## src/rtl/mips_pkg.sv

```systemverilog
// word, address and field types, opcode and function codes, alu operation enum
package mips_pkg;

    typedef logic [31:0] word_t;       // general register or data word
    typedef logic [63:0] dword_t;      // hi:lo pair
    typedef logic [31:0] inst_addr_t;  // instruction byte address
    typedef logic [4:0]  reg_addr_t;   // register number
    typedef logic [4:0]  shamt_t;      // shift amount field

    // opcode field, bits 31:26
    localparam logic [5:0] OP_SPECIAL  = 6'b000000;
    localparam logic [5:0] OP_SPECIAL2 = 6'b011100;
    localparam logic [5:0] OP_ANDI     = 6'b001100;
    localparam logic [5:0] OP_ORI      = 6'b001101;
    localparam logic [5:0] OP_XORI     = 6'b001110;
    localparam logic [5:0] OP_LUI      = 6'b001111;
    localparam logic [5:0] OP_ADDIU    = 6'b001001;

    // function field under SPECIAL
    localparam logic [5:0] FN_SLL  = 6'b000000;
    localparam logic [5:0] FN_SRL  = 6'b000010;
    localparam logic [5:0] FN_MFHI = 6'b010000;
    localparam logic [5:0] FN_MTHI = 6'b010001;
    localparam logic [5:0] FN_MFLO = 6'b010010;
    localparam logic [5:0] FN_MTLO = 6'b010011;
    localparam logic [5:0] FN_ADDU = 6'b100001;
    localparam logic [5:0] FN_SUBU = 6'b100011;
    localparam logic [5:0] FN_AND  = 6'b100100;
    localparam logic [5:0] FN_OR   = 6'b100101;
    localparam logic [5:0] FN_XOR  = 6'b100110;
    localparam logic [5:0] FN_NOR  = 6'b100111;

    // function field under SPECIAL2
    localparam logic [5:0] FN_MADD = 6'b000000;

    localparam word_t NOP_INST = 32'h0000_0000;  // sll $0, $0, 0

    typedef enum logic [3:0] {
        ALU_NOP,
        ALU_AND, ALU_OR, ALU_XOR, ALU_NOR, ALU_LUI,
        ALU_ADDU, ALU_SUBU, ALU_SLL, ALU_SRL,
        ALU_MFHI, ALU_MFLO, ALU_MTHI, ALU_MTLO,
        ALU_MADD
    } alu_op_e;

endpackage

```

## src/rtl/hilo_reg.sv

```systemverilog
// hi and lo registers with forwarding from memory slot and write-back
module hilo_reg import mips_pkg::*; (
    input  logic  clk,
    input  logic  rst_n_i,
    input  logic  wb_hi_we_i,
    input  logic  wb_lo_we_i,
    input  word_t wb_hi_i,
    input  word_t wb_lo_i,
    input  logic  mem_hi_we_i,
    input  logic  mem_lo_we_i,
    input  word_t mem_hi_i,
    input  word_t mem_lo_i,
    output word_t hi_o,
    output word_t lo_o
);
    word_t hi_q;
    word_t lo_q;

    always_ff @(posedge clk) begin
        if (!rst_n_i) begin
            hi_q <= '0;
            lo_q <= '0;
        end else begin
            if (wb_hi_we_i) hi_q <= wb_hi_i;
            if (wb_lo_we_i) lo_q <= wb_lo_i;
        end
    end

    // memory slot is younger than write-back
    assign hi_o = mem_hi_we_i ? mem_hi_i : (wb_hi_we_i ? wb_hi_i : hi_q);
    assign lo_o = mem_lo_we_i ? mem_lo_i : (wb_lo_we_i ? wb_lo_i : lo_q);

endmodule

```

## config.mk

```make
export PLATFORM = sky130hd
export DESIGN_NAME = hilo_reg
export DESIGN_NICKNAME = d
export VERILOG_FILES = /design/src/rtl/mips_pkg.sv /design/src/rtl/hilo_reg.sv
export SDC_FILE = /design/constraint.sdc
export NUM_CORES = 1
export LEC_CHECK = 0
export BUFFER_PORTS_ARGS = -buffer_cell sky130_fd_sc_hd__buf_4
export CAP_MARGIN = 20
export CORE_ASPECT_RATIO = 1.75
export CORE_MARGIN = 4
export CORE_UTILIZATION = 40
export CTS_CLUSTER_DIAMETER = 60
export DETAILED_ROUTE_END_ITERATION = 10
export GPL_TIMING_DRIVEN = 0
export PLACE_DENSITY = 0.79
export RECOVER_POWER = 50
export SLEW_MARGIN = 20
export SYNTH_ARGS = -nofsm -noshare
export SYNTH_HDL_FRONTEND = slang
export SYNTH_SLANG_ARGS = --single-unit
```

## constraint.sdc

```tcl
create_clock -name clk -period 1.14 [get_ports clk]
set_input_delay 0.114 -clock clk [delete_from_list [all_inputs] [get_ports clk]]
set_output_delay 0.114 -clock clk [all_outputs]
set_load 0.02 [all_outputs]
```

# Yosys cells after proc, flatten, opt, wreduce, memory -nomap -nowiden
# Index checks and enable logic that the tools add are counted.
[totals]
reg_bits = 64
latch_bits = 0
mem_bits_rw = 0
rom_bits = 0
input_bits = 134
out_inout_bits = 64
memories = 0
[op_classes]
addsub = 0
mul = 0
div_mod_pow = 0
n_lt_le_gt_ge = 0
n_eq_ne = 0
shift = 0
muxes = 4
bitwise = 0
reduce_logical = 0
[ops]
columns = ["operator", "n"]
rows = [
  ["$mux W32", 4],
]

# Depth between registers and ports, before layout
[logic_depth]
word_depth = 2
ltp_mapped = 4
ltp_nobuf = 2

# Worst setup path before layout
# OpenSTA, ideal clock, no wires.
[synth_timing]
path_type = "input-to-output"
startpoint = "input wb_hi_we_i"
endpoint = "output hi_o[10]"
arrival_ps = 978
t_required_ps = 1026
setup_slack_ps = 48
path_stages = 4
path_buffers = 2
path_cell_list = "buf_6 > buf_12 > mux2_4 > mux2_2"
[synth_between]
elab_chain_len = 2
[synth_lines]
columns = ["item", "line_no", "rtl"]
rows = [
  ["start: declaration", "hilo_reg.sv:5", "input logic wb_hi_we_i,"],
  ["$mux W32", "n/a", ""],
  ["$mux W32", "hilo_reg.sv:30", "assign hi_o = mem_hi_we_i ? mem_hi_i : (wb_hi_we_i ? wb_hi_i : hi_q);"],
  ["end: declaration", "hilo_reg.sv:13", "output word_t hi_o,"],
]
# No other way between the ends.

# Worst setup path in the final report
[layout_timing]
startpoint = "register hi_q[23]"
endpoint = "output hi_o[23]"
[layout_between]
elab_chain_len = 2
[layout_lines]
columns = ["item", "line_no", "rtl"]
rows = [
  ["start: declaration", "hilo_reg.sv:16", "word_t hi_q;"],
  ["start signal: assignment", "hilo_reg.sv:24", "if (wb_hi_we_i) hi_q <= wb_hi_i;"],
  ["$mux W32", "n/a", ""],
  ["$mux W32", "hilo_reg.sv:30", ""],
]
# No other way between the ends.

==> results.md <==
- DRC Markers: 0
- Finish-stage setup viols: 64
- Final Util: 0.671
- Clk root buf: clkbuf_16
- Area Growth Syn to Fin: 62.5%
- Most instantiated cells after synthesis: mux2_2 (68), dfxtp_1 (64), and2_2 (60), mux2_4 (60), clkbuf_1 (8)
- Yosys reg bits: 64
- Syn Nets: 412
- Core ar.: around 8800 sq um
- Antenna Nets Post-Route: 0
- Fin Hold WS: 0.113 ns
- Startpoint types: flip-flop
- CTS tree: yes
- Worst skew pair latency: 0.32 ns
- CTS buffer count: 9
- Min Tclk post-route: 1.43 ns
- Synth area leader: dfxtp_1
- Vias per cell: 4.63
- Final HPWL DP: roughly 7300 um
- Worst slew pin tran: 0.379 ns
- Avg Inst Size Synth: roughly 13 sq um
- Worst EP required: 1.03 ns
- Ys flop type: dfxtp_1
- Routability cong.: around 0.71
- Clk sink count: 64
- IO buf count: ~190
- Mapped Area: 3630 sq um
- Worst Slack Setup Final: -0.288 ns
- Distinct cells, synth: 9
- PwrDens: 1210 nW/um^2
- Antenna violations before repair: 0
- Finished Layout Cells: 608
- Setup Crit Path Kind: flip-flop to output port
- LEAKAGE: 2.92 nW
- Final-stage net count: between 600 and 700
- Final worst path period share: 1.25
- FMAX: 0.700 GHz
- Area contributors post-synth: dfxtp_1 (35%), mux2_4 (25%), mux2_2 (21%)
- Max-cap violations: 0
- Multi-input gate area: 2250 sq um
- Layout cells sized above 1: 0.841
- Worst Hold Launch: rst_n_i
- Die area: approximately 11000 sq um
- Slew Viols, Final: 0
- Yosys warnings: 0
- Post-synth EDFFs: 0
- Clock slew at reported path FFs: 0.05 ns
- Via count: 2818
- R2r startpoint: hi_q[9]
- CP startpoint: hi_q[23]
- GRT Total Usage: 0.179
- Hold_buf cts: 0
- Mean routed wirelength per cell: between 15 and 20 um
- Die Ht: 134 um
- Seq. cell area: 1280 sq um
- Asr flop ratio synth: 0
- Outcome: complete, but fails checks
- Initial Utilization: 0.413
- Vias in the first global route: 3109
- Critical Path AT: 1.31 ns
- Violated checks: negative setup slack
- Diode count: 0
- H-tree depth reported by CTS: 3
- RSZ-0062 raised after global routing: true
- Worst slew margin: 0.748
- Worst hold path type: primary input to flip-flop
- Fillcell total: about 690
- Placed instance count: 588
- DRT iter0 DRCs: 62
- First-pass DRT Iterations: 4
- # rows: 45
- Nature of the critical path endpoint: output port
- Final hold violations: 0
- First-pass GRT wire length: 15000 um
- Post-Syn Instances: 278
- Max VDD drop: 0.798 mV
- Skew final: 0 ns
- Register area share after synthesis: 0.353
- Largest net degree at the start of global routing: 11
- Crit-path max FO: 2
- Top-area cell type share of the netlist area: 0.353
- Total Wirelength: 9930 um
- CTS max path bufs: 2
- Die W: 80.0 um
- Most instantiated library cell after synthesis: mux2_2
- Io pins: a little under 200
- Global route overflow: 0
-- report_power, final --
part | switching [mW] | leakage, nW | internal (mW)
Combinational | 0.798 | 2.25 | 1.32
Clock | 0.925 | 0.140 | 1.68
Sequential | 0.0368 | 0.529 | 2.37
Total | 1.76 | 2.92 | 5.38
-- routing by layer --
layer  wire (um)  GRT usage  vias to the layer above
li1            -          -                     1364
met1        3580      0.179                     1314
met2        5420      0.336                      128
met3         778     0.0598                       12
met4         147     0.0555                        0
met5           0          0                        -
-- flip-flops by register name, summed over array words and instances (netlist names) --
name and flops:
lo_q 32, hi_q 32
-- worst paths after layout --
| check | end | slack, ns | depth (start not counted) |
|---|---|---|---|
| setup / recovery | hi_o[23] | -0.29 | 3 |
| setup reg to reg | hi_q[9] | 0.15 | 3 |
| hold reg to reg | hi_q[6] | 0.58 | 2 |
| hold / removal | lo_q[31] | 0.11 | 2 |
-- cells in the final DEF (no fill, tap or decap) --
| master | instances |
|---|---|
| clkbuf_1 | 11 |
| dfxtp_1 | 62 |
| and2_0 | 1 |
| and2_2 | 60 |
| mux2_2 | 37 |
| bufinv_16 | 1 |
| mux2_4 | 90 |
| clkbuf_4 | 2 |
| buf_4 | 133 |
| and2_1 | 3 |
| mux2_1 | 1 |
| buf_6 | 66 |
| clkbuf_16 | 9 |
| buf_2 | 4 |
| dfxtp_2 | 2 |
| clkinv_2 | 3 |
| buf_12 | 6 |
-- kinds of logic (layout without fill, tap and decap cells) --
logic type	Yosys count	in the layout	synth area share
buffers and inverters	22	235	0.0559
flip-flops	64	64	0.353
multiplexers	128	128	0.460
AND/OR/NAND/NOR	64	64	0.131
-- final cells by class --
type / count / area share
buffer: 22 / 0.0352
multi-input combinational: 192 / 0.383
clock buffer: 12 / 0.0401
tap: 117 / 0.0248
timing repair buffer: 197 / 0.292
clock inverter: 4 / 0.00764
sequential: 64 / 0.218
-- critical path, cell delays in order (launching register included) --
cell     delay, ns
dfxtp_1       0.30
mux2_4        0.27
mux2_4        0.28
buf_6         0.14
-- what timing repair did --
item	CTS	global route
resized for setup	74	25
buffers inserted	2	2
endpoints found under the setup margin	64	64
-- stage by stage --
step / setup slack, ns / total power [mW] / setup TNS, ns / area (sq um)
finish: -0.288 / 7.14 / -16.88 / 5890
global route: -0.322 / 7.44 / -19.15 / 5890
CTS: -0.295 / 7.16 / -17.78 / 5800
detailed placement: -0.167 / 4.31 / -7.78 / 5220
global placement: -0.153 / 4.28 / -7.36 / 5220
floorplan: 0.0480 / 3.54 / 0 / 3630
No activity file was read; power rests on OpenSTA's default activity.
