$ cat config.mk
export PLATFORM = sky130hd
export DESIGN_NAME = if_stage
export DESIGN_NICKNAME = d
export VERILOG_FILES = /design/src/rtl/mips_pkg.sv /design/src/rtl/if_stage.sv
export SDC_FILE = /design/constraint.sdc
export NUM_CORES = 1
export LEC_CHECK = 0
export ABC_AREA = 1
export BUFFER_PORTS_ARGS = -buffer_cell sky130_fd_sc_hd__clkbuf_2
export CAP_MARGIN = 20
export CORE_ASPECT_RATIO = 1.1
export CORE_MARGIN = 2
export CORE_UTILIZATION = 49
export CTS_BUF_LIST = sky130_fd_sc_hd__clkbuf_16
export CTS_CLUSTER_DIAMETER = 120
export DETAILED_ROUTE_END_ITERATION = 8
export GPL_ROUTABILITY_DRIVEN = 0
export PLACE_DENSITY = 0.79
export REMOVE_ABC_BUFFERS = 1
export SKIP_LAST_GASP = 1
export SYNTH_ARGS = -nofsm -noshare
export SYNTH_HDL_FRONTEND = slang
export SYNTH_SLANG_ARGS = --single-unit
$ cat constraint.sdc
create_clock -name clk -period 1.5 [get_ports clk]
set_clock_uncertainty 0.1 [all_clocks]
set_input_delay 0.075 -clock clk [delete_from_list [all_inputs] [get_ports clk]]
set_output_delay 0.075 -clock clk [all_outputs]
set_load 0.005 [all_outputs]
$ cat src/rtl/mips_pkg.sv
// word, address and field types, opcode and function codes, alu operation enum
package mips_pkg;

    typedef logic [31:0] word_t;       // general register or data word
    typedef logic [63:0] dword_t;      // hi:lo pair
    typedef logic [31:0] inst_addr_t;  // instruction byte address
    typedef logic [4:0]  reg_addr_t;   // register number
    typedef logic [4:0]  shamt_t;      // shift amount field

    // opcode field, bits 31:26
    localparam logic [5:0] OP_SPECIAL  = 6'b000000;
    localparam logic [5:0] OP_SPECIAL2 = 6'b011100;
    localparam logic [5:0] OP_ANDI     = 6'b001100;
    localparam logic [5:0] OP_ORI      = 6'b001101;
    localparam logic [5:0] OP_XORI     = 6'b001110;
    localparam logic [5:0] OP_LUI      = 6'b001111;
    localparam logic [5:0] OP_ADDIU    = 6'b001001;

    // function field under SPECIAL
    localparam logic [5:0] FN_SLL  = 6'b000000;
    localparam logic [5:0] FN_SRL  = 6'b000010;
    localparam logic [5:0] FN_MFHI = 6'b010000;
    localparam logic [5:0] FN_MTHI = 6'b010001;
    localparam logic [5:0] FN_MFLO = 6'b010010;
    localparam logic [5:0] FN_MTLO = 6'b010011;
    localparam logic [5:0] FN_ADDU = 6'b100001;
    localparam logic [5:0] FN_SUBU = 6'b100011;
    localparam logic [5:0] FN_AND  = 6'b100100;
    localparam logic [5:0] FN_OR   = 6'b100101;
    localparam logic [5:0] FN_XOR  = 6'b100110;
    localparam logic [5:0] FN_NOR  = 6'b100111;

    // function field under SPECIAL2
    localparam logic [5:0] FN_MADD = 6'b000000;

    localparam word_t NOP_INST = 32'h0000_0000;  // sll $0, $0, 0

    typedef enum logic [3:0] {
        ALU_NOP,
        ALU_AND, ALU_OR, ALU_XOR, ALU_NOR, ALU_LUI,
        ALU_ADDU, ALU_SUBU, ALU_SLL, ALU_SRL,
        ALU_MFHI, ALU_MFLO, ALU_MTHI, ALU_MTLO,
        ALU_MADD
    } alu_op_e;

endpackage

$ cat src/rtl/if_stage.sv
// program counter, rom enable and fetch/decode register
module if_stage import mips_pkg::*; #(
    parameter inst_addr_t RESET_PC = '0
) (
    input  logic       clk,
    input  logic       rst_n_i,
    input  logic       stall_i,
    input  word_t      rom_data_i,
    output logic       rom_ce_o,
    output inst_addr_t rom_addr_o,
    output word_t      inst_o
);
    inst_addr_t pc;

    assign rom_addr_o = pc;

    always_ff @(posedge clk) begin
        if (!rst_n_i) begin
            rom_ce_o <= 1'b0;
            pc       <= RESET_PC;
        end else begin
            rom_ce_o <= 1'b1;
            if (rom_ce_o && !stall_i) begin
                pc <= pc + 32'd4;
            end
        end
    end

    // fetch/decode register, held while execute stalls
    always_ff @(posedge clk) begin
        if (!rst_n_i) begin
            inst_o <= NOP_INST;
        end else if (!stall_i) begin
            inst_o <= rom_ce_o ? rom_data_i : NOP_INST;
        end
    end

    a_pc_aligned: assert property (@(posedge clk) disable iff (!rst_n_i)
        pc[1:0] == 2'b00)
        else $error("program counter not word aligned: %h", pc);

endmodule

**Yosys cells after proc, flatten, opt, wreduce, memory -nomap -nowiden**

Index checks and enable logic that the tools add are counted.

- Register bits: 65
- Output and inout bits: 65
- Word-level logic and storage cells: 8

- Add/sub/neg operators: 1
- Muxes and demuxes: 2
- Reduce and logical (&&, ||, !) cells: 2

Operator list:

| kind | number |
|---|---|
| $add 32x3->32 const B | 1 |
| $mux 32 | 1 |
| $logic_and 1x1->1 | 1 |
| $logic_not 1->1 | 1 |
| $mux 1 | 1 |

**Depth between registers and ports, before layout**

- Depth in word-level cells: 2
- Mapped depth: 10
- Depth with buffers taken out: 9

**Worst setup path before layout**

Ideal clock, no wire load.

- Kind: flip-flop to flip-flop
- Start: register pc[3], in the netlist rom_addr_o[3]
- End: register pc[18], in the netlist rom_addr_o[18]
- Library setup time: 130 ps
- Arrival time: 1205 ps
- Data required time: 1270 ps
- Path slack: 64 ps
- Stages on the path, launching flop included: 9
- Period minus slack after synthesis: 1436 ps
- Cell sequence: dfxtp_1 -> ha_1 -> inv_1 -> nor2_1 -> nand2_1 -> nor2_4 -> nand2_1 -> nor2_1 -> nor3b_2

- Longest elaborated chain between the ends: 1

RTL lines:

| what | RTL line | text |
|---|---|---|
| from (decl) | if_stage.sv:13 | `inst_addr_t pc;` |
| from (signal assigned) | if_stage.sv:24 | `pc <= pc + 32'd4;` |
| $add 32x3->32 | if_stage.sv:24 |  |

No other way between the ends.
A chain may end at the register's enable or synchronous reset.

**Worst setup path after layout**

- Start: register pc[16], in the netlist rom_addr_o[16]
- End: register pc[30], in the netlist rom_addr_o[30]

The elaborated chain is that of the path after synthesis.

==> results.yml <==
status:
  outcome: "finished clean"
critical_path:
  cp.required_ns: 1.62
  worst_path_max_delay_cell: "dfxtp_1"
  worst_setup_path_start_kind: "flop"
  crit_chain: "nand2_1, nor2_1, nand3_1, nor2_4, nand3_1, nand2_1, nor2_1"
  rr_worst_depth: 7
  crit_type: "flop to flop"
  timing.rr.start: "rom_addr_o[16]"
  max_stage_delay_ns: 0.39
  end_kind: "flop"
  crit_arrival_ns: 1.55
  r2r_slack_ns: 0.07
  reg2reg_to: "rom_addr_o[30]"
  cp_max_fo: 4
global_route:
  grt_use_total: 0.258
  grt_pass1_vias: 2766
  antenna_found_initial: 0
  grt_pass1_wl_mm: 12.2
  grt_start_max_net_pins: 40
  overflow: 0
power_and_ir_drop:
  internal_power_w: 0.00315
  pwr-share-comb: 0.074
  powerDensity_nw_per_um2: 999
  leakagePower_nw: 1.72
  ir_drop_mv: 0.934
  switching_share: 0.233
  pwr-share-clk: 0.503
  switchingPower_w: 0.000955
  seqPwrFrac: 0.423
die:
  start_util: 0.508
  dieArea_um2: 6210
  fp-row-count: 28
  die_width_um: 75.3
  coreArea_um2: 5400
  io_pins: 100
  fp.dieH_um: 82.5
yosys:
  ys_types: 31
  synth.ff_latch_count: 63
  synth_area_leaders: "dfxtp_1 46%, nand2_1 16%, a21oi_1 8.8%"
  syn_inst: 380
  syn-cell-area_um2: 2740
  yosysWarnings: 0
  synth.top_cell.area_share: 0.460
  yosysTopAreaCell: "dfxtp_1"
  ys_seq_area_frac: 0.460
  syn_area_per_cell_um2: 7.22
route:
  drtAntennaViolNets: 0
  wire_per_inst_um: 13.7
  drt-initial-drc-count: 128
  drc: 0
  vias: 3039
  firstDrtPassIters: 4
  viasPerCell: 5.04
  postRouteWirelength_mm: 8.28
sta:
  timing.final.crit_share: 0.953
  setup-violations-final: 0
  max_freq_mhz: 699
  hold_ws_ns: 0.0165
  rsz0062_at_grt: "true"
  maxSlewViolCount: 0
  period_minus_slack_ns: 1.43
  hold_viol: 0
clock_tree:
  clock_path_buffers: 2
  insertion_delay_ns: 0.33
  h-tree-depth: 3
  cts_num_sinks: 63
  clkTransAtPathRegs_ns: 0.05
  clockRootBuffer: "clkbuf_16"
  numCtsBuffers: 9
  cts_tree: "done"
placement:
  place_hpwl_mm: 4.92
  port_buffers: 97
  dp.cells: 553
finish:
  n_fill_cell: 385
  area_delta_synth_final_pct: 49.7
  drive_above_1_share: 0.335
  fin_nets: 559
  finalCoreUtilization: 0.761
  stdcell_count: 603
  num_antenna_cells: 0
min_path:
  hold_depth: 4
  hp-class: "input port to flop"
  min-delay-start: "stall_i"
  whs_endpoint: "rom_addr_o[2]"
flow_run:
  drv_cap: 0
-- layout by cell type (no fill, tap or decap), drive strengths merged --
cell type,netlist,final
o21ai,10,10
ha,1,1
nand3b,2,2
inv,22,22
and2,2,2
buf,9,17
nor2,58,58
nor3b,1,1
clkbuf,7,106
a21oi,48,48
nor3,2,2
nand4,6,6
conb,1,2
xor2,2,2
nand3,21,21
xnor2,2,2
dlygate4sd3,0,33
dfxtp,63,63
bufinv,0,1
clkinv,0,3
clkinvlp,0,3
o21bai,1,1
nand2,122,122
-- routing by layer --
layer	part of all wire	global-route usage	wire [um]
met5	0	0	0
met4	0.022	0.123	179
met3	0.073	0.0473	606
met1	0.42	0.288	3490
met2	0.48	0.466	4010
-- power groups by stage --
stage / clock (W) / sequential [W] / combinational [W]
3_5_place_dp: 0 / 0.00177 / 0.000220
5_1_grt: 0.00215 / 0.00174 / 0.000336
3_3_place_gp: 0 / 0.00177 / 0.000217
2_1_floorplan: 0 / 0.00177 / 0.0000833
6_report: 0.00206 / 0.00174 / 0.000305
4_1_cts: 0.00208 / 0.00173 / 0.000289
-- Yosys cell counts, drive strengths merged --
master and count:
nand3b 2, nor2 58, o21ai 10, clkbuf 7
o21bai 1, conb 1, a21oi 48, dfxtp 63
xor2 2, inv 22, ha 1, nand3 21
nor3b 1, buf 9, nor3 2, nand2 122
xnor2 2, and2 2, nand4 6
-- worst max-delay path by stage --
stage                   startpoint             end  slack (ns)  cells past startpoint
detailed placement   rom_addr_o[3]  rom_addr_o[18]       -0.09                      8
CTS                  rom_addr_o[2]  rom_addr_o[18]       0.009                      8
floorplan            rom_addr_o[3]  rom_addr_o[18]        0.04                      8
global route         rom_addr_o[8]  rom_addr_o[18]       -0.02                      7
global placement     rom_addr_o[3]  rom_addr_o[18]      -0.005                      8
finish              rom_addr_o[16]  rom_addr_o[30]        0.07                      7
-- through the flow --
step | TNS (ns) | cell area (um^2) | setup slack [ns] | power, W
final | 0 | 4110 | 0.0703 | 0.00410
after floorplan | 0 | 2660 | 0.0373 | 0.00186
after global placement | -0.00547 | 3360 | -0.00547 | 0.00198
after global routing | -0.0324 | 4110 | -0.0204 | 0.00422
after detailed placement | -0.238 | 3360 | -0.0855 | 0.00199
after CTS | 0 | 4000 | 0.00871 | 0.00410
-- worst max-delay path: cells and delay by family, from the launching register on --
family           cells  cell delay [ns]
and+or+nand+nor      7             0.82
DFF                  1             0.39
-- registers in the layout, indices dropped and copies added, names as in the netlist --
register	flops
inst_o	32
rom_addr_o	30
rom_ce_o	1
-- area by class of cell --
type	count	area (um^2)	area share
multi-input combinational	280	1400	0.340
sequential	63	1280	0.312
timing repair buffer	147	947	0.231
inverter	22	85.1	0.0207
clock inverter	7	73.8	0.0180
tap	75	93.8	0.0229
clock buffer	9	225	0.0549
-- cells by family after synthesis --
kind of cell	share of synthesized area
buffers and inverters	0.0630
AOI/OAI and AO/OA	0.109
DFF	0.460
xor gates and xnor gates	0.0128
other	0.00137
adders and majority gates	0.00456
and+or+nand+nor	0.350
-- what timing repair did --
| action | in CTS | in global routing |
|---|---|---|
| buffers inserted | 0 | 1 |
| hold buffers | 33 | 0 |
| pin swaps | 1 | 9 |
| hold endpoints to repair | 37 | 0 |
| gates resized for setup | 5 | 32 |
| endpoints found under the setup margin | 7 | 21 |
Note: power is estimated with default switching activity, not from simulation.
