**src/rtl/mips_pkg.sv**
```systemverilog
// word, address and field types, opcode and function codes, alu operation enum
package mips_pkg;

    typedef logic [31:0] word_t;       // general register or data word
    typedef logic [63:0] dword_t;      // hi:lo pair
    typedef logic [31:0] inst_addr_t;  // instruction byte address
    typedef logic [4:0]  reg_addr_t;   // register number
    typedef logic [4:0]  shamt_t;      // shift amount field

    // opcode field, bits 31:26
    localparam logic [5:0] OP_SPECIAL  = 6'b000000;
    localparam logic [5:0] OP_SPECIAL2 = 6'b011100;
    localparam logic [5:0] OP_ANDI     = 6'b001100;
    localparam logic [5:0] OP_ORI      = 6'b001101;
    localparam logic [5:0] OP_XORI     = 6'b001110;
    localparam logic [5:0] OP_LUI      = 6'b001111;
    localparam logic [5:0] OP_ADDIU    = 6'b001001;

    // function field under SPECIAL
    localparam logic [5:0] FN_SLL  = 6'b000000;
    localparam logic [5:0] FN_SRL  = 6'b000010;
    localparam logic [5:0] FN_MFHI = 6'b010000;
    localparam logic [5:0] FN_MTHI = 6'b010001;
    localparam logic [5:0] FN_MFLO = 6'b010010;
    localparam logic [5:0] FN_MTLO = 6'b010011;
    localparam logic [5:0] FN_ADDU = 6'b100001;
    localparam logic [5:0] FN_SUBU = 6'b100011;
    localparam logic [5:0] FN_AND  = 6'b100100;
    localparam logic [5:0] FN_OR   = 6'b100101;
    localparam logic [5:0] FN_XOR  = 6'b100110;
    localparam logic [5:0] FN_NOR  = 6'b100111;

    // function field under SPECIAL2
    localparam logic [5:0] FN_MADD = 6'b000000;

    localparam word_t NOP_INST = 32'h0000_0000;  // sll $0, $0, 0

    typedef enum logic [3:0] {
        ALU_NOP,
        ALU_AND, ALU_OR, ALU_XOR, ALU_NOR, ALU_LUI,
        ALU_ADDU, ALU_SUBU, ALU_SLL, ALU_SRL,
        ALU_MFHI, ALU_MFLO, ALU_MTHI, ALU_MTLO,
        ALU_MADD
    } alu_op_e;

endpackage

```
**src/rtl/id_ex.sv**
```systemverilog
// decode/execute pipeline register
module id_ex import mips_pkg::*; (
    input  logic      clk,
    input  logic      rst_n_i,
    input  logic      stall_i,
    input  alu_op_e   alu_op_i,
    input  word_t     opnd1_i,
    input  word_t     opnd2_i,
    input  shamt_t    shamt_i,
    input  reg_addr_t waddr_i,
    input  logic      wreg_i,
    output alu_op_e   alu_op_o,
    output word_t     opnd1_o,
    output word_t     opnd2_o,
    output shamt_t    shamt_o,
    output reg_addr_t waddr_o,
    output logic      wreg_o
);
    always_ff @(posedge clk) begin
        if (!rst_n_i) begin
            alu_op_o <= ALU_NOP;
            opnd1_o  <= '0;
            opnd2_o  <= '0;
            shamt_o  <= '0;
            waddr_o  <= '0;
            wreg_o   <= 1'b0;
        end else if (!stall_i) begin  // madd keeps its slot for the second cycle
            alu_op_o <= alu_op_i;
            opnd1_o  <= opnd1_i;
            opnd2_o  <= opnd2_i;
            shamt_o  <= shamt_i;
            waddr_o  <= waddr_i;
            wreg_o   <= wreg_i;
        end
    end

endmodule

```
**config.mk**
```make
export PLATFORM = sky130hd
export DESIGN_NAME = id_ex
export DESIGN_NICKNAME = d
export VERILOG_FILES = /design/src/rtl/mips_pkg.sv /design/src/rtl/id_ex.sv
export SDC_FILE = /design/constraint.sdc
export NUM_CORES = 1
export LEC_CHECK = 0
export BUFFER_PORTS_ARGS = -buffer_cell sky130_fd_sc_hd__buf_4
export CORE_ASPECT_RATIO = 0.9
export CORE_UTILIZATION = 41
export CTS_BUF_LIST = sky130_fd_sc_hd__clkbuf_4 sky130_fd_sc_hd__clkbuf_8
export DETAILED_ROUTE_END_ITERATION = 7
export PLACE_DENSITY = 0.77
export SYNTH_ARGS = -nofsm -noshare
export SYNTH_HDL_FRONTEND = slang
export SYNTH_SLANG_ARGS = --single-unit
```
**constraint.sdc**
```tcl
create_clock -name clk -period 0.8 [get_ports clk]
set_input_delay 0 -clock clk [delete_from_list [all_inputs] [get_ports clk]]
set_output_delay 0 -clock clk [all_outputs]
set_load 0.05 [all_outputs]
```
======== After elaboration in Yosys (flattened, before gate mapping) ========
Cells that the tools add are included.
storage, ports and cells
  bits in registers ....................... 79
  logic and storage cells ................. 6
  input port bits ......................... 82

======== Depth between registers and ports, before layout ========
  depth in word-level cells ............... 0
  gate-level depth with buffers ........... 5
  gate-level depth less buffers ........... 2

======== Least setup slack after synthesis ========
No wires, ideal clock.
  path type ............................... register to register
  start point ............................. register, netlist name alu_op_o[0]
  end point ............................... register alu_op_o[0]
  setup slack ............................. -114 ps
  path buffers ............................ 0
  library setup time ...................... 66 ps
  stages on the path, launching flop included .. 3
  data required time ...................... 734 ps
  arrival ................................. 848 ps
  cell sequence ........................... dfxtp_1 -> mux2i_1 -> nor2b_1
RTL lines
  element               line         RTL
  to (signal assigned)  id_ex.sv:28  alu_op_o <= alu_op_i;
  to (decl)             id_ex.sv:12  output alu_op_e alu_op_o,

======== Worst setup path after layout ========
  start point ............................. register opnd1_o[1]
  end point ............................... output opnd1_o[1]
RTL lines
  element                 line         RTL
  from (decl)             id_ex.sv:13  output word_t opnd1_o,
  from (signal assigned)  id_ex.sv:29  opnd1_o <= opnd1_i;
No word-level cell between the ends.

==> metrics.log <==
INFO  metric synth_top_area_share = 53.1%
INFO  metric gr-total-overflow = 0
INFO  metric leading_area_contributor_after_synthesis = sky130_fd_sc_hd__dfxtp_1
INFO  metric report.final.slew_viol_count = 0
INFO  metric detailroute.wirelength.met2 = 5.92 mm
INFO  metric clockRootBuffer = sky130_fd_sc_hd__clkbuf_8
INFO  metric worst-endpoint-required = 0.80 ns
INFO  metric fraction_of_final_layout_cells_with_drive_strength_greater_than_1 = 54.6%
INFO  metric highest-signal-layer = met4
INFO  metric route.detailed.vias_per_inst = 4.66
INFO  metric dpl.hpwl = 4.82 mm
INFO  metric die_area = 0.00761 mm^2
INFO  metric tightestPinTransition = 0.625 ns
INFO  metric period_share = 110%
INFO  metric detailroute.via_count = 2842
INFO  metric status = complete, but fails checks
INFO  metric max_clock_freq = 1140 MHz
INFO  metric wirelength = 10.8 mm
INFO  metric dp_slack = -0.0317 ns
INFO  metric synth.avg_cell_area = 11.7 um^2
INFO  metric synth_fp_nets = 336
INFO  metric floorplan.initialDensity = 42.3%
INFO  metric critical_path_class = flop to output port
INFO  metric synth-seq-cells = 79
INFO  metric rrSetupSlack = -0.06 ns
INFO  metric detail_route.first_pass.iterations = 4
INFO  metric setup_violations = 86
INFO  metric rsz0062_at_grt = true
INFO  metric chipHeight = 82.9 um
INFO  metric number_of_endpoints_with_negative_hold_slack_in_the_final_report = 0
INFO  metric cts_tree = done
INFO  metric critical_path_depth = 1
INFO  metric syn-instance-count = 254
INFO  metric met3_length = 665 um
INFO  metric unique_masters_post_synth = 7
INFO  metric path_cells = buf_8
INFO  metric port_buffers = 160
INFO  metric place.gp.congestion = 0.767
INFO  metric areaGrowthSynthToFinish = 106%
INFO  metric synthesis.area = 0.00298 mm^2
INFO  metric antenna_violating_nets_post_route = 0
INFO  metric grt_start_max_net_pins = 80
INFO  metric first_global_vias = 3008
INFO  metric cts_inserted_buffers = 9
INFO  metric clock_skew = 0 ns
INFO  metric layout_utilization = 87.0%
INFO  metric detail_route.drc_violations = 0
INFO  metric met1_length = 3.85 mm
INFO  metric cts_max_path_buffers = 2
INFO  metric violations = setup timing
INFO  metric drt_iter0_markers = 55
INFO  metric clkSlewWorstSetupHoldPaths = 0.08 ns
INFO  metric design.core.area = 0.00704 mm^2
INFO  metric htree_num_levels = 3
INFO  metric cp.buffers_inverters = 1
INFO  metric powerDensity = 1760 mW/mm^2
INFO  metric setup.worst_path.start_class = flop
INFO  metric vdd.ir_drop.worst = 1.43 mV
INFO  metric global_route_wire_length_before_repair = 14.9 mm
INFO  metric max_stage_delay = 0.38 ns
INFO  metric routedWlPerCell = 17.7 um
INFO  metric worst_path_max_delay_cell = sky130_fd_sc_hd__dfxtp_4
INFO  metric slew_headroom = 58.4%
INFO  metric report.power.total = 10.8 mW
INFO  metric endpoint = opnd1_o[1]
INFO  metric synthesis.yosys.warnings = 0
INFO  metric worst_case_hold_slack = 0.181 ns
INFO  metric clock_insertion_delay_worst_skew = 0.34 ns
INFO  metric timing.critical_path.max_delay_family = flip-flops
INFO  metric cell_count_of_the_worst_reg_to_reg_path = 3
INFO  metric hold_crit_path_type = input pin to flop
INFO  metric worstSetupEndpointType = output port
INFO  metric gr-usage-all-layers = 25.5%
INFO  metric max_cap_viol_count = 0
INFO  metric die_x = 91.9 um
INFO  metric worst-endpoint-arrival = 0.88 ns
INFO  metric worstReg2RegStart = opnd1_o[23]
INFO  metric rows = 29
INFO  metric layout_setup_ws = -0.0788 ns
INFO  metric clkSinkCount = 79
INFO  metric p_leak = 2.81 nW
INFO  metric final_period_minus_worst_setup_slack = 0.879 ns
INFO  metric top_area_cells_in_the_synthesized_netlist = sky130_fd_sc_hd__dfxtp_1 (53%), sky130_fd_sc_hd__mux2i_1 (27%), sky130_fd_sc_hd__nor2b_1 (17%)
INFO  metric worst_r2r_endpoint = opnd1_o[23]
INFO  metric critical_path.max_fanout = 2
INFO  metric grt_antenna_before_repair = 2
INFO  metric cp_launch_point = opnd1_o[1]
INFO  metric final_net_count = 592
INFO  metric io-pin-count = 161
INFO  metric ys_seq_area_share = 53.1%
## where the power goes
group | internal, mW | total [mW] | switching (mW)
Clock | 1.92 | 3.38 | 1.46
Sequential | 4.22 | 4.44 | 0.226
Combinational | 1.49 | 2.93 | 1.44
Total | 7.63 | 10.8 | 3.12
## final cells by class
| type | count | area, um^2 |
|---|---|---|
| Sequential cell | 79 | 1680 |
| Clock buffer | 11 | 151 |
| Antenna cell | 2 | 5.00 |
| Clock inverter | 5 | 80.1 |
| Timing Repair Buffer | 262 | 2790 |
| Multi-Input combinational cell | 158 | 1310 |
| Fill cell | 326 | 912 |
| Tap cell | 93 | 116 |
## placed cells by master (no fill, tap or decap)
cell type                       count
sky130_fd_sc_hd__buf_4             95
sky130_fd_sc_hd__nor2b_1           79
sky130_fd_sc_hd__dlygate4sd3_1     79
sky130_fd_sc_hd__dfxtp_2           78
sky130_fd_sc_hd__mux2i_1           76
sky130_fd_sc_hd__buf_8             73
sky130_fd_sc_hd__buf_6             13
sky130_fd_sc_hd__clkbuf_8          11
sky130_fd_sc_hd__diode_2            2
sky130_fd_sc_hd__mux2i_2            2
sky130_fd_sc_hd__bufinv_16          2
sky130_fd_sc_hd__clkinvlp_4         2
sky130_fd_sc_hd__buf_12             2
sky130_fd_sc_hd__mux2i_4            1
sky130_fd_sc_hd__clkinv_2           1
sky130_fd_sc_hd__dfxtp_4            1
## sequential cells by signal, summed over array words and instances (netlist names)
| signal | flops |
|---|---|
| opnd1_o | 32 |
| waddr_o | 5 |
| shamt_o | 5 |
| wreg_o | 1 |
| opnd2_o | 32 |
| alu_op_o | 4 |
## per-layer routing
layer,vias up,global-route usage (%)
met5,-,0
met4,0,9.66
met3,32,8.61
met2,129,47.4
met1,1330,25.9
li1,1351,-
## cell usage after synthesis
master	number
sky130_fd_sc_hd__buf_2	1
sky130_fd_sc_hd__buf_4	7
sky130_fd_sc_hd__buf_8	2
sky130_fd_sc_hd__clkbuf_1	7
sky130_fd_sc_hd__dfxtp_1	79
sky130_fd_sc_hd__mux2i_1	79
sky130_fd_sc_hd__nor2b_1	79
## per-stage QoR
stage,instances,instance area [um^2],TNS [ns]
3_3_place_gp,499,4380,0
6_report,610,6130,-3.65
4_1_cts,596,5870,-4.14
3_5_place_dp,499,4380,-0.154
2_1_floorplan,254,3080,0
5_1_grt,610,6130,-7.05
## cells by family (layout without fill, tap and decap cells)
logic type / after synthesis / count (layout) / share of synthesized area, %
muxes: 79 / 79 / 26.5
DFF: 79 / 79 / 53.1
buffers and inverters: 17 / 278 / 3.82
other: 0 / 2 / 0
and+or+nand+nor: 79 / 79 / 16.6
## tightest hold or removal path: stages
cell and delay (ns):
sky130_fd_sc_hd__buf_4 0.17, sky130_fd_sc_hd__buf_4 0.14, sky130_fd_sc_hd__mux2i_1 0.07, sky130_fd_sc_hd__nor2b_1 0.10
## worst min path at each step
stage	from	endpoint	slack (ns)	cells after the start
6_report	stall_i	opnd1_o[13]	0.18	4
2_1_floorplan	alu_op_i[0]	alu_op_o[0]	0.17	2
3_3_place_gp	opnd1_i[8]	opnd1_o[8]	0.25	3
5_1_grt	stall_i	opnd1_o[13]	0.19	4
3_5_place_dp	opnd2_i[7]	opnd2_o[7]	0.26	3
4_1_cts	stall_i	opnd1_o[13]	0.16	4
## timing repair
| item | 4_1_cts | 5_1_grt |
|---|---|---|
| endpoints found under the setup margin | 79 | 80 |
| buffers inserted | 2 | 12 |
| hold endpoints to repair | 79 | 0 |
| hold buffers | 79 | 0 |
| resized for setup | 121 | 43 |
No activity file was read; power rests on OpenSTA's default activity.
