File: config.mk
export PLATFORM = sky130hd
export DESIGN_NAME = regfile
export DESIGN_NICKNAME = d
export VERILOG_FILES = /design/src/rtl/mips_pkg.sv /design/src/rtl/regfile.sv
export SDC_FILE = /design/constraint.sdc
export NUM_CORES = 2
export LEC_CHECK = 0
export ABC_AREA = 0
export BUFFER_PORTS_ARGS = -buffer_cell sky130_fd_sc_hd__buf_2
export CORE_UTILIZATION = 52
export DETAILED_ROUTE_END_ITERATION = 8
export HOLD_SLACK_MARGIN = 0.1
export PLACE_DENSITY = 0.68
export SYNTH_ARGS = -nofsm -noshare
export SYNTH_HDL_FRONTEND = slang
export SYNTH_SLANG_ARGS = --single-unit
File: constraint.sdc
create_clock -name clk -period 2.6 [get_ports clk]
set_input_delay 0.26 -clock clk [delete_from_list [all_inputs] [get_ports clk]]
set_output_delay 0.26 -clock clk [all_outputs]
set_load 0.05 [all_outputs]
File: src/rtl/mips_pkg.sv
// word, address and field types, opcode and function codes, alu operation enum
package mips_pkg;

    typedef logic [31:0] word_t;       // general register or data word
    typedef logic [63:0] dword_t;      // hi:lo pair
    typedef logic [31:0] inst_addr_t;  // instruction byte address
    typedef logic [4:0]  reg_addr_t;   // register number
    typedef logic [4:0]  shamt_t;      // shift amount field

    // opcode field, bits 31:26
    localparam logic [5:0] OP_SPECIAL  = 6'b000000;
    localparam logic [5:0] OP_SPECIAL2 = 6'b011100;
    localparam logic [5:0] OP_ANDI     = 6'b001100;
    localparam logic [5:0] OP_ORI      = 6'b001101;
    localparam logic [5:0] OP_XORI     = 6'b001110;
    localparam logic [5:0] OP_LUI      = 6'b001111;
    localparam logic [5:0] OP_ADDIU    = 6'b001001;

    // function field under SPECIAL
    localparam logic [5:0] FN_SLL  = 6'b000000;
    localparam logic [5:0] FN_SRL  = 6'b000010;
    localparam logic [5:0] FN_MFHI = 6'b010000;
    localparam logic [5:0] FN_MTHI = 6'b010001;
    localparam logic [5:0] FN_MFLO = 6'b010010;
    localparam logic [5:0] FN_MTLO = 6'b010011;
    localparam logic [5:0] FN_ADDU = 6'b100001;
    localparam logic [5:0] FN_SUBU = 6'b100011;
    localparam logic [5:0] FN_AND  = 6'b100100;
    localparam logic [5:0] FN_OR   = 6'b100101;
    localparam logic [5:0] FN_XOR  = 6'b100110;
    localparam logic [5:0] FN_NOR  = 6'b100111;

    // function field under SPECIAL2
    localparam logic [5:0] FN_MADD = 6'b000000;

    localparam word_t NOP_INST = 32'h0000_0000;  // sll $0, $0, 0

    typedef enum logic [3:0] {
        ALU_NOP,
        ALU_AND, ALU_OR, ALU_XOR, ALU_NOR, ALU_LUI,
        ALU_ADDU, ALU_SUBU, ALU_SLL, ALU_SRL,
        ALU_MFHI, ALU_MFLO, ALU_MTHI, ALU_MTLO,
        ALU_MADD
    } alu_op_e;

endpackage

File: src/rtl/regfile.sv
// 32 x 32 register file, one write port, two forwarding read ports
module regfile import mips_pkg::*; (
    input  logic      clk,
    input  logic      rst_n_i,
    input  logic      we_i,
    input  reg_addr_t waddr_i,
    input  word_t     wdata_i,
    input  logic      ex_we_i,
    input  reg_addr_t ex_waddr_i,
    input  word_t     ex_wdata_i,
    input  logic      mem_we_i,
    input  reg_addr_t mem_waddr_i,
    input  word_t     mem_wdata_i,
    input  logic      re1_i,
    input  reg_addr_t raddr1_i,
    output word_t     rdata1_o,
    input  logic      re2_i,
    input  reg_addr_t raddr2_i,
    output word_t     rdata2_o
);
    word_t regs [32];

    always_ff @(posedge clk) begin
        if (!rst_n_i) begin
            regs <= '{default: '0};
        end else if (we_i && waddr_i != '0) begin  // $0 stays zero
            regs[waddr_i] <= wdata_i;
        end
    end

    // youngest producer wins
    function automatic word_t read_fwd(input logic re, input reg_addr_t raddr);
        if (!re || raddr == '0)
            return '0;
        if (ex_we_i && ex_waddr_i == raddr)
            return ex_wdata_i;
        if (mem_we_i && mem_waddr_i == raddr)
            return mem_wdata_i;
        if (we_i && waddr_i == raddr)
            return wdata_i;
        return regs[raddr];
    endfunction

    always_comb begin
        rdata1_o = read_fwd(re1_i, raddr1_i);
        rdata2_o = read_fwd(re2_i, raddr2_i);
    end

endmodule

; Word level (Yosys, flattened, before mapping)
; Index checks and enable logic that the tools add are counted.
[word_totals]
out_inout_bits = 64
ram_bits = 0
latchBits = 0
mem_count = 0
regBits = 1024
mem_bits_ro = 0
wordCells = 105
[classes]
eq_ne = 6
mul = 0
div_mod_pow = 0
n_mux = 45
bitwise = 3
n_addsub = 0
shift = 0
reduce_logical = 15
n_lt_le_gt_ge = 4
[ops]
columns = op, count
row1 = bitwise mux 1024 bit, 1
row2 = two-way mux 32 bit, 21
row3 = binary-select mux 32 bit (select 5 bit), 2
row4 = demux 32 bit (select 5 bit), 1
row5 = == test 5 bit, 6
row6 = two-way mux 1 bit, 20
row7 = "greater-or-equal comparator 6 bit, second input constant", 3
row8 = inverter 5 -> 6 bit, 3
row9 = zero test 5 bit, 2
row10 = logical AND 1 bit, 8
row11 = "< comparator 6 x 1 -> 1 bit, second input constant", 1
row12 = nonzero test 5 bit, 1
row13 = zero test 1 bit, 2
row14 = logical OR 1 bit, 2

; Logic depth before layout (Yosys ltp)
[logic_depth]
word_depth = 13
mapped_depth = 11
mapped_depth_nobuf = 6

; Worst setup path before layout
; No wires, ideal clock.
[synth_path]
path_kind = input -> output
from = in raddr2_i[4]
to = out rdata2_o[15]
stages = 8
required_ns = 2.340
t_arrival_ns = 2.622
slack_ns = -0.282
cell_sequence = buf_2 > xor2_1 > nor4_2 > and3_1 > buf_4 > buf_2 > a221oi_1 > o31ai_1
[synth_between]
elab_chain_cells = 10
elab_cells_between_ends = 29
classes_between = 3 x eq/ne / 20 x mux / 1 x bitwise / 5 x reduce/logical
[synth_rtl]
columns = item, line_no
row1 = start: declaration, regfile.sv:18  ; input reg_addr_t raddr2_i,
row2 = "parallel branches: the longest is 9 deep, another holds binary-select mux 32 bit (select 5 bit)", --
row3 = two-way mux 32 bit *, regfile.sv:35  ; if (ex_we_i && ex_waddr_i == raddr)
row4 = end: declaration, regfile.sv:19  ; output word_t rdata2_o
; Mark *: on every way between the ends. The select of a mux whose other input is x is not followed.

; Worst setup path after layout
[layout_path]
from = reg regs[590] (netlist bit)
to = out rdata1_o[14]
[layout_between]
elab_chain_cells = 7
[layout_rtl]
columns = item, line_no
row1 = start: declaration, regfile.sv:21  ; word_t regs [32];
row2 = start signal: indexed assignment, regfile.sv:27  ; regs[waddr_i] <= wdata_i;
row3 = binary-select mux 32 bit (select 5 bit), regfile.sv:41  ; return regs[raddr];
row4 = two-way mux 32 bit (not written as such) (2 in series), regfile.sv:41
row5 = two-way mux 32 bit, regfile.sv:41
row6 = two-way mux 32 bit, regfile.sv:39  ; if (we_i && waddr_i == raddr)
row7 = two-way mux 32 bit, regfile.sv:37  ; if (mem_we_i && mem_waddr_i == raddr)
row8 = two-way mux 32 bit, regfile.sv:35
row9 = end: declaration, regfile.sv:16  ; output word_t rdata1_o,
; Every way passes these cells. The select of a mux whose other input is x is not followed.

==> results.txt <==
status: finished with violations
failing checks: negative setup slack
Post-synth EDFFs: 0
core footprint: 0.108 sq mm
Clock Path Buffers: 3
Final ANT Viol Nets: 0
Worst EP arrival: 2.59 ns
Unique masters post-synth: 64
Max Clock Skew: 0 ns
DP HPWL: 158000 um
Cell Rows: 120
CP Depth: 7
worst vdd ir: 0.000591 V
DRC: 0
Die Y: 332 um
largest reg by FF count: regs
CTS root buffer: clkbuf_16
Worst setup SP type: flip-flop
WL/cell: 31.0 um
Yosys Warn Count: 0
TritonCTS buffer count: 112
DP Area: 0.0619 sq mm
GR Overflow Total: 0
die area: 0.110 sq mm
PortBufs: 191
Clock transition at path regs: 0.06 ns
Hold Vio Cnt, Final: 0
slowest cell delay on critical path: 0.51 ns
first-pass GRT wire length: 353000 um
design area: 0.0679 sq mm
clk sinks: 1024
total routed wirelength: 249000 um
Die Wd: 332 um
buffers plus inverters on the worst setup path: 1
placed insts: 7757
vias per cell: 6.84
Tot Pwr: 37.0 mW
crit path time final: 2.85 ns
grt met1 use: 0.546
crit path kind: reg -> out
FMAX: 0.351 GHz
unrepaired setup endpoints after global routing: true
fin cells: 8014
First-pass DRT Iterations: 7
Post-Synthesis Cell Area: 0.0566 sq mm
initial core utilization: 0.526
async set-reset flop share out of synthesis: 0
via count: 54795
share of cells above drive strength 1: 0.253
GR Util met3: 0.152
number of max-cap violations: 0
area grow syn2layout: 20.0%
1st-iter DRT viols: 9016
hold path depth: 4
Total Routing Usage GR: 0.435
Main synth FF type: dfxtp_1
Final Slew Violations: 0
num ports: 192
Post-Syn Instances: 6384
number of global-route vias before repair: 51381
CTS HTree Levels: 3
Min-Delay Path Class: in -> reg
worst skew pair latency: 0.72 ns
M2 GR Usage: 0.619
worst endpoint required time: 2.34 ns
post-layout net count: 6641
fin util: 0.632
Yosys reg bits: 1024
initial antenna violation count: 10
crit-path max FO: 3
max FFs per register: 1024
worst setup margin: -0.250 ns
Tcrit/Tclk final: 1.10
Leakage Power: 22.9 nW
gr busiest metal: met2
crit end category: primary output
Cell Pwr Density: 546 mW/mm^2
Slew @ Worst Pin: 1.15 ns
Place WS: -0.283 ns
Slew headroom: 0.227
Seq/Total Area, Yosys: 0.362
Crit-path slowest cell: mux4_2
largest net degree at the start of global routing: 144
biggest regs: regs x1024
Reg2Reg Depth: 3
TritonCTS clock tree: built
Most common cell on crit path: a221oi_2
Avg Synthesized Cell Area: 8.86 sq um
syn_nets: 6512
CP Cell Sequence: mux4_2, nor2_4, a221oi_2, a221oi_2, a21o_1, o22ai_2, buf_6
crit-path leading delay family: compound AO/OA/AOI/OAI gates
Final GP Congestion: 1.00
Setup-failing EPs final: 42
power by group:
group / switching [mW] / internal [mW]
Sequential: 0.0857 / 15.8
Clock: 6.92 / 9.49
Combinational: 2.99 / 1.75
path summary, 6_finish.rpt:
kind                   start           end  slack [ns]
setup / recovery   regs[590]  rdata1_o[14]       -0.25
hold / removal    wdata_i[4]     regs[612]        0.12
setup reg to reg   regs[809]     regs[809]        1.80
hold reg to reg    regs[624]     regs[624]        0.46
routing by layer:
layer | up-vias | part of all wire
met5 | - | 0.0010
met4 | 14 | 0.082
met3 | 1210 | 0.15
met2 | 4545 | 0.41
met1 | 26322 | 0.35
li1 | 22704 | -
metrics by stage:
| stage | hold slack [ns] | TNS (ns) |
|---|---|---|
| floorplan | 0.441 | 0 |
| global placement | 0.447 | -7.15 |
| detailed placement | 0.456 | -3.79 |
| CTS | 0.102 | -4.23 |
| global route | 0.147 | -5.04 |
| finish | 0.120 | -3.76 |
layout make-up:
cell class | count | area [sq um]
Tap cell | 1403 | 1760
Fill cell | 8805 | 39600
Clock buffer | 172 | 3380
Sequential cell | 1024 | 20600
Multi-Input combinational cell | 4661 | 34500
Timing Repair Buffer | 714 | 7270
Antenna cell | 8 | 20.0
Clock inverter | 32 | 352
cells in the mapped netlist (5+ instances only):
| cell | n | area, sq um |
|---|---|---|
| a31o_1 | 12 | 105 |
| buf_6 | 38 | 428 |
| xnor2_1 | 13 | 114 |
| nor2_4 | 5 | 56.3 |
| nand4_1 | 9 | 56.3 |
| nor2b_1 | 8 | 50.1 |
| dfxtp_1 | 1024 | 20500 |
| nor2_1 | 100 | 375 |
| clkbuf_2 | 16 | 80.1 |
| buf_1 | 8 | 30.0 |
| buf_2 | 164 | 821 |
| a221oi_1 | 72 | 631 |
| o21ai_0 | 56 | 280 |
| mux2i_1 | 278 | 2780 |
| o22ai_2 | 6 | 75.1 |
| a21oi_1 | 110 | 551 |
| clkbuf_1 | 407 | 1530 |
| o21ai_1 | 7 | 35.0 |
| o31ai_1 | 32 | 240 |
| xor2_1 | 16 | 140 |
| a221o_1 | 8 | 80.1 |
| nand3b_1 | 5 | 37.5 |
| nand3_1 | 17 | 85.1 |
| and2_1 | 41 | 257 |
| o221ai_1 | 57 | 499 |
| nand2_1 | 2113 | 7930 |
| a211oi_1 | 46 | 345 |
| a21o_1 | 9 | 67.6 |
| mux4_2 | 365 | 8220 |
| a21boi_1 | 67 | 503 |
| o2111ai_1 | 39 | 342 |
| a22oi_1 | 111 | 833 |
| mux2_2 | 17 | 191 |
| a21boi_0 | 929 | 6970 |
| o22ai_1 | 49 | 307 |
| buf_4 | 66 | 495 |
| o22a_1 | 6 | 52.6 |
repair_timing:
action                                 CTS  global route
pin swaps                              101            75
endpoints found under the hold margin  278             0
setup endpoints to repair               64            63
gates resized for setup                286           153
gates cloned                             1             3
setup buffers                           13            25
hold buffers                            19             0
placed cells by master, fill, tap and decap left out, types with 11 or more instances in the layout:
cell | netlist | layout
nand2_1 | 2113 | 2059
dfxtp_1 | 1024 | 954
a21boi_0 | 929 | 927
mux4_2 | 365 | 365
buf_4 | 66 | 363
mux2i_1 | 278 | 278
buf_12 | 0 | 140
buf_2 | 164 | 119
clkbuf_16 | 0 | 118
a21oi_1 | 110 | 93
a22oi_1 | 111 | 76
dfxtp_2 | 0 | 70
a21boi_1 | 67 | 65
nor2_1 | 100 | 63
buf_6 | 38 | 62
o221ai_1 | 57 | 56
nand2_2 | 0 | 51
a221oi_1 | 72 | 50
o21ai_0 | 56 | 50
o22ai_1 | 49 | 43
and2_1 | 41 | 38
nor2_4 | 5 | 36
a211oi_2 | 0 | 35
a22oi_2 | 0 | 35
clkbuf_8 | 0 | 31
o2111ai_2 | 0 | 30
o31ai_2 | 0 | 30
clkbuf_1 | 407 | 27
dlygate4sd3_1 | 0 | 19
a221oi_2 | 0 | 17
mux2_2 | 17 | 16
a21oi_2 | 0 | 16
clkinv_2 | 0 | 16
xor2_1 | 16 | 15
nand3_1 | 17 | 15
xnor2_1 | 13 | 13
o22ai_2 | 6 | 12
a31o_1 | 12 | 11
cell families after synthesis:
group,synth area share
DFF,0.362
AOI/OAI and AO/OA,0.213
xor gates and xnor gates,0.00478
and+or+nand+nor,0.162
buffers and inverters,0.0598
muxes,0.198
tightest hold or removal path: cells and delay by family:
family,cells,cell delay (ns)
buffers and inverters,2,0.38
AND/OR/NAND/NOR,1,0.10
AO/OA/AOI/OAI,1,0.05
(Power assumes the default switching activity.)
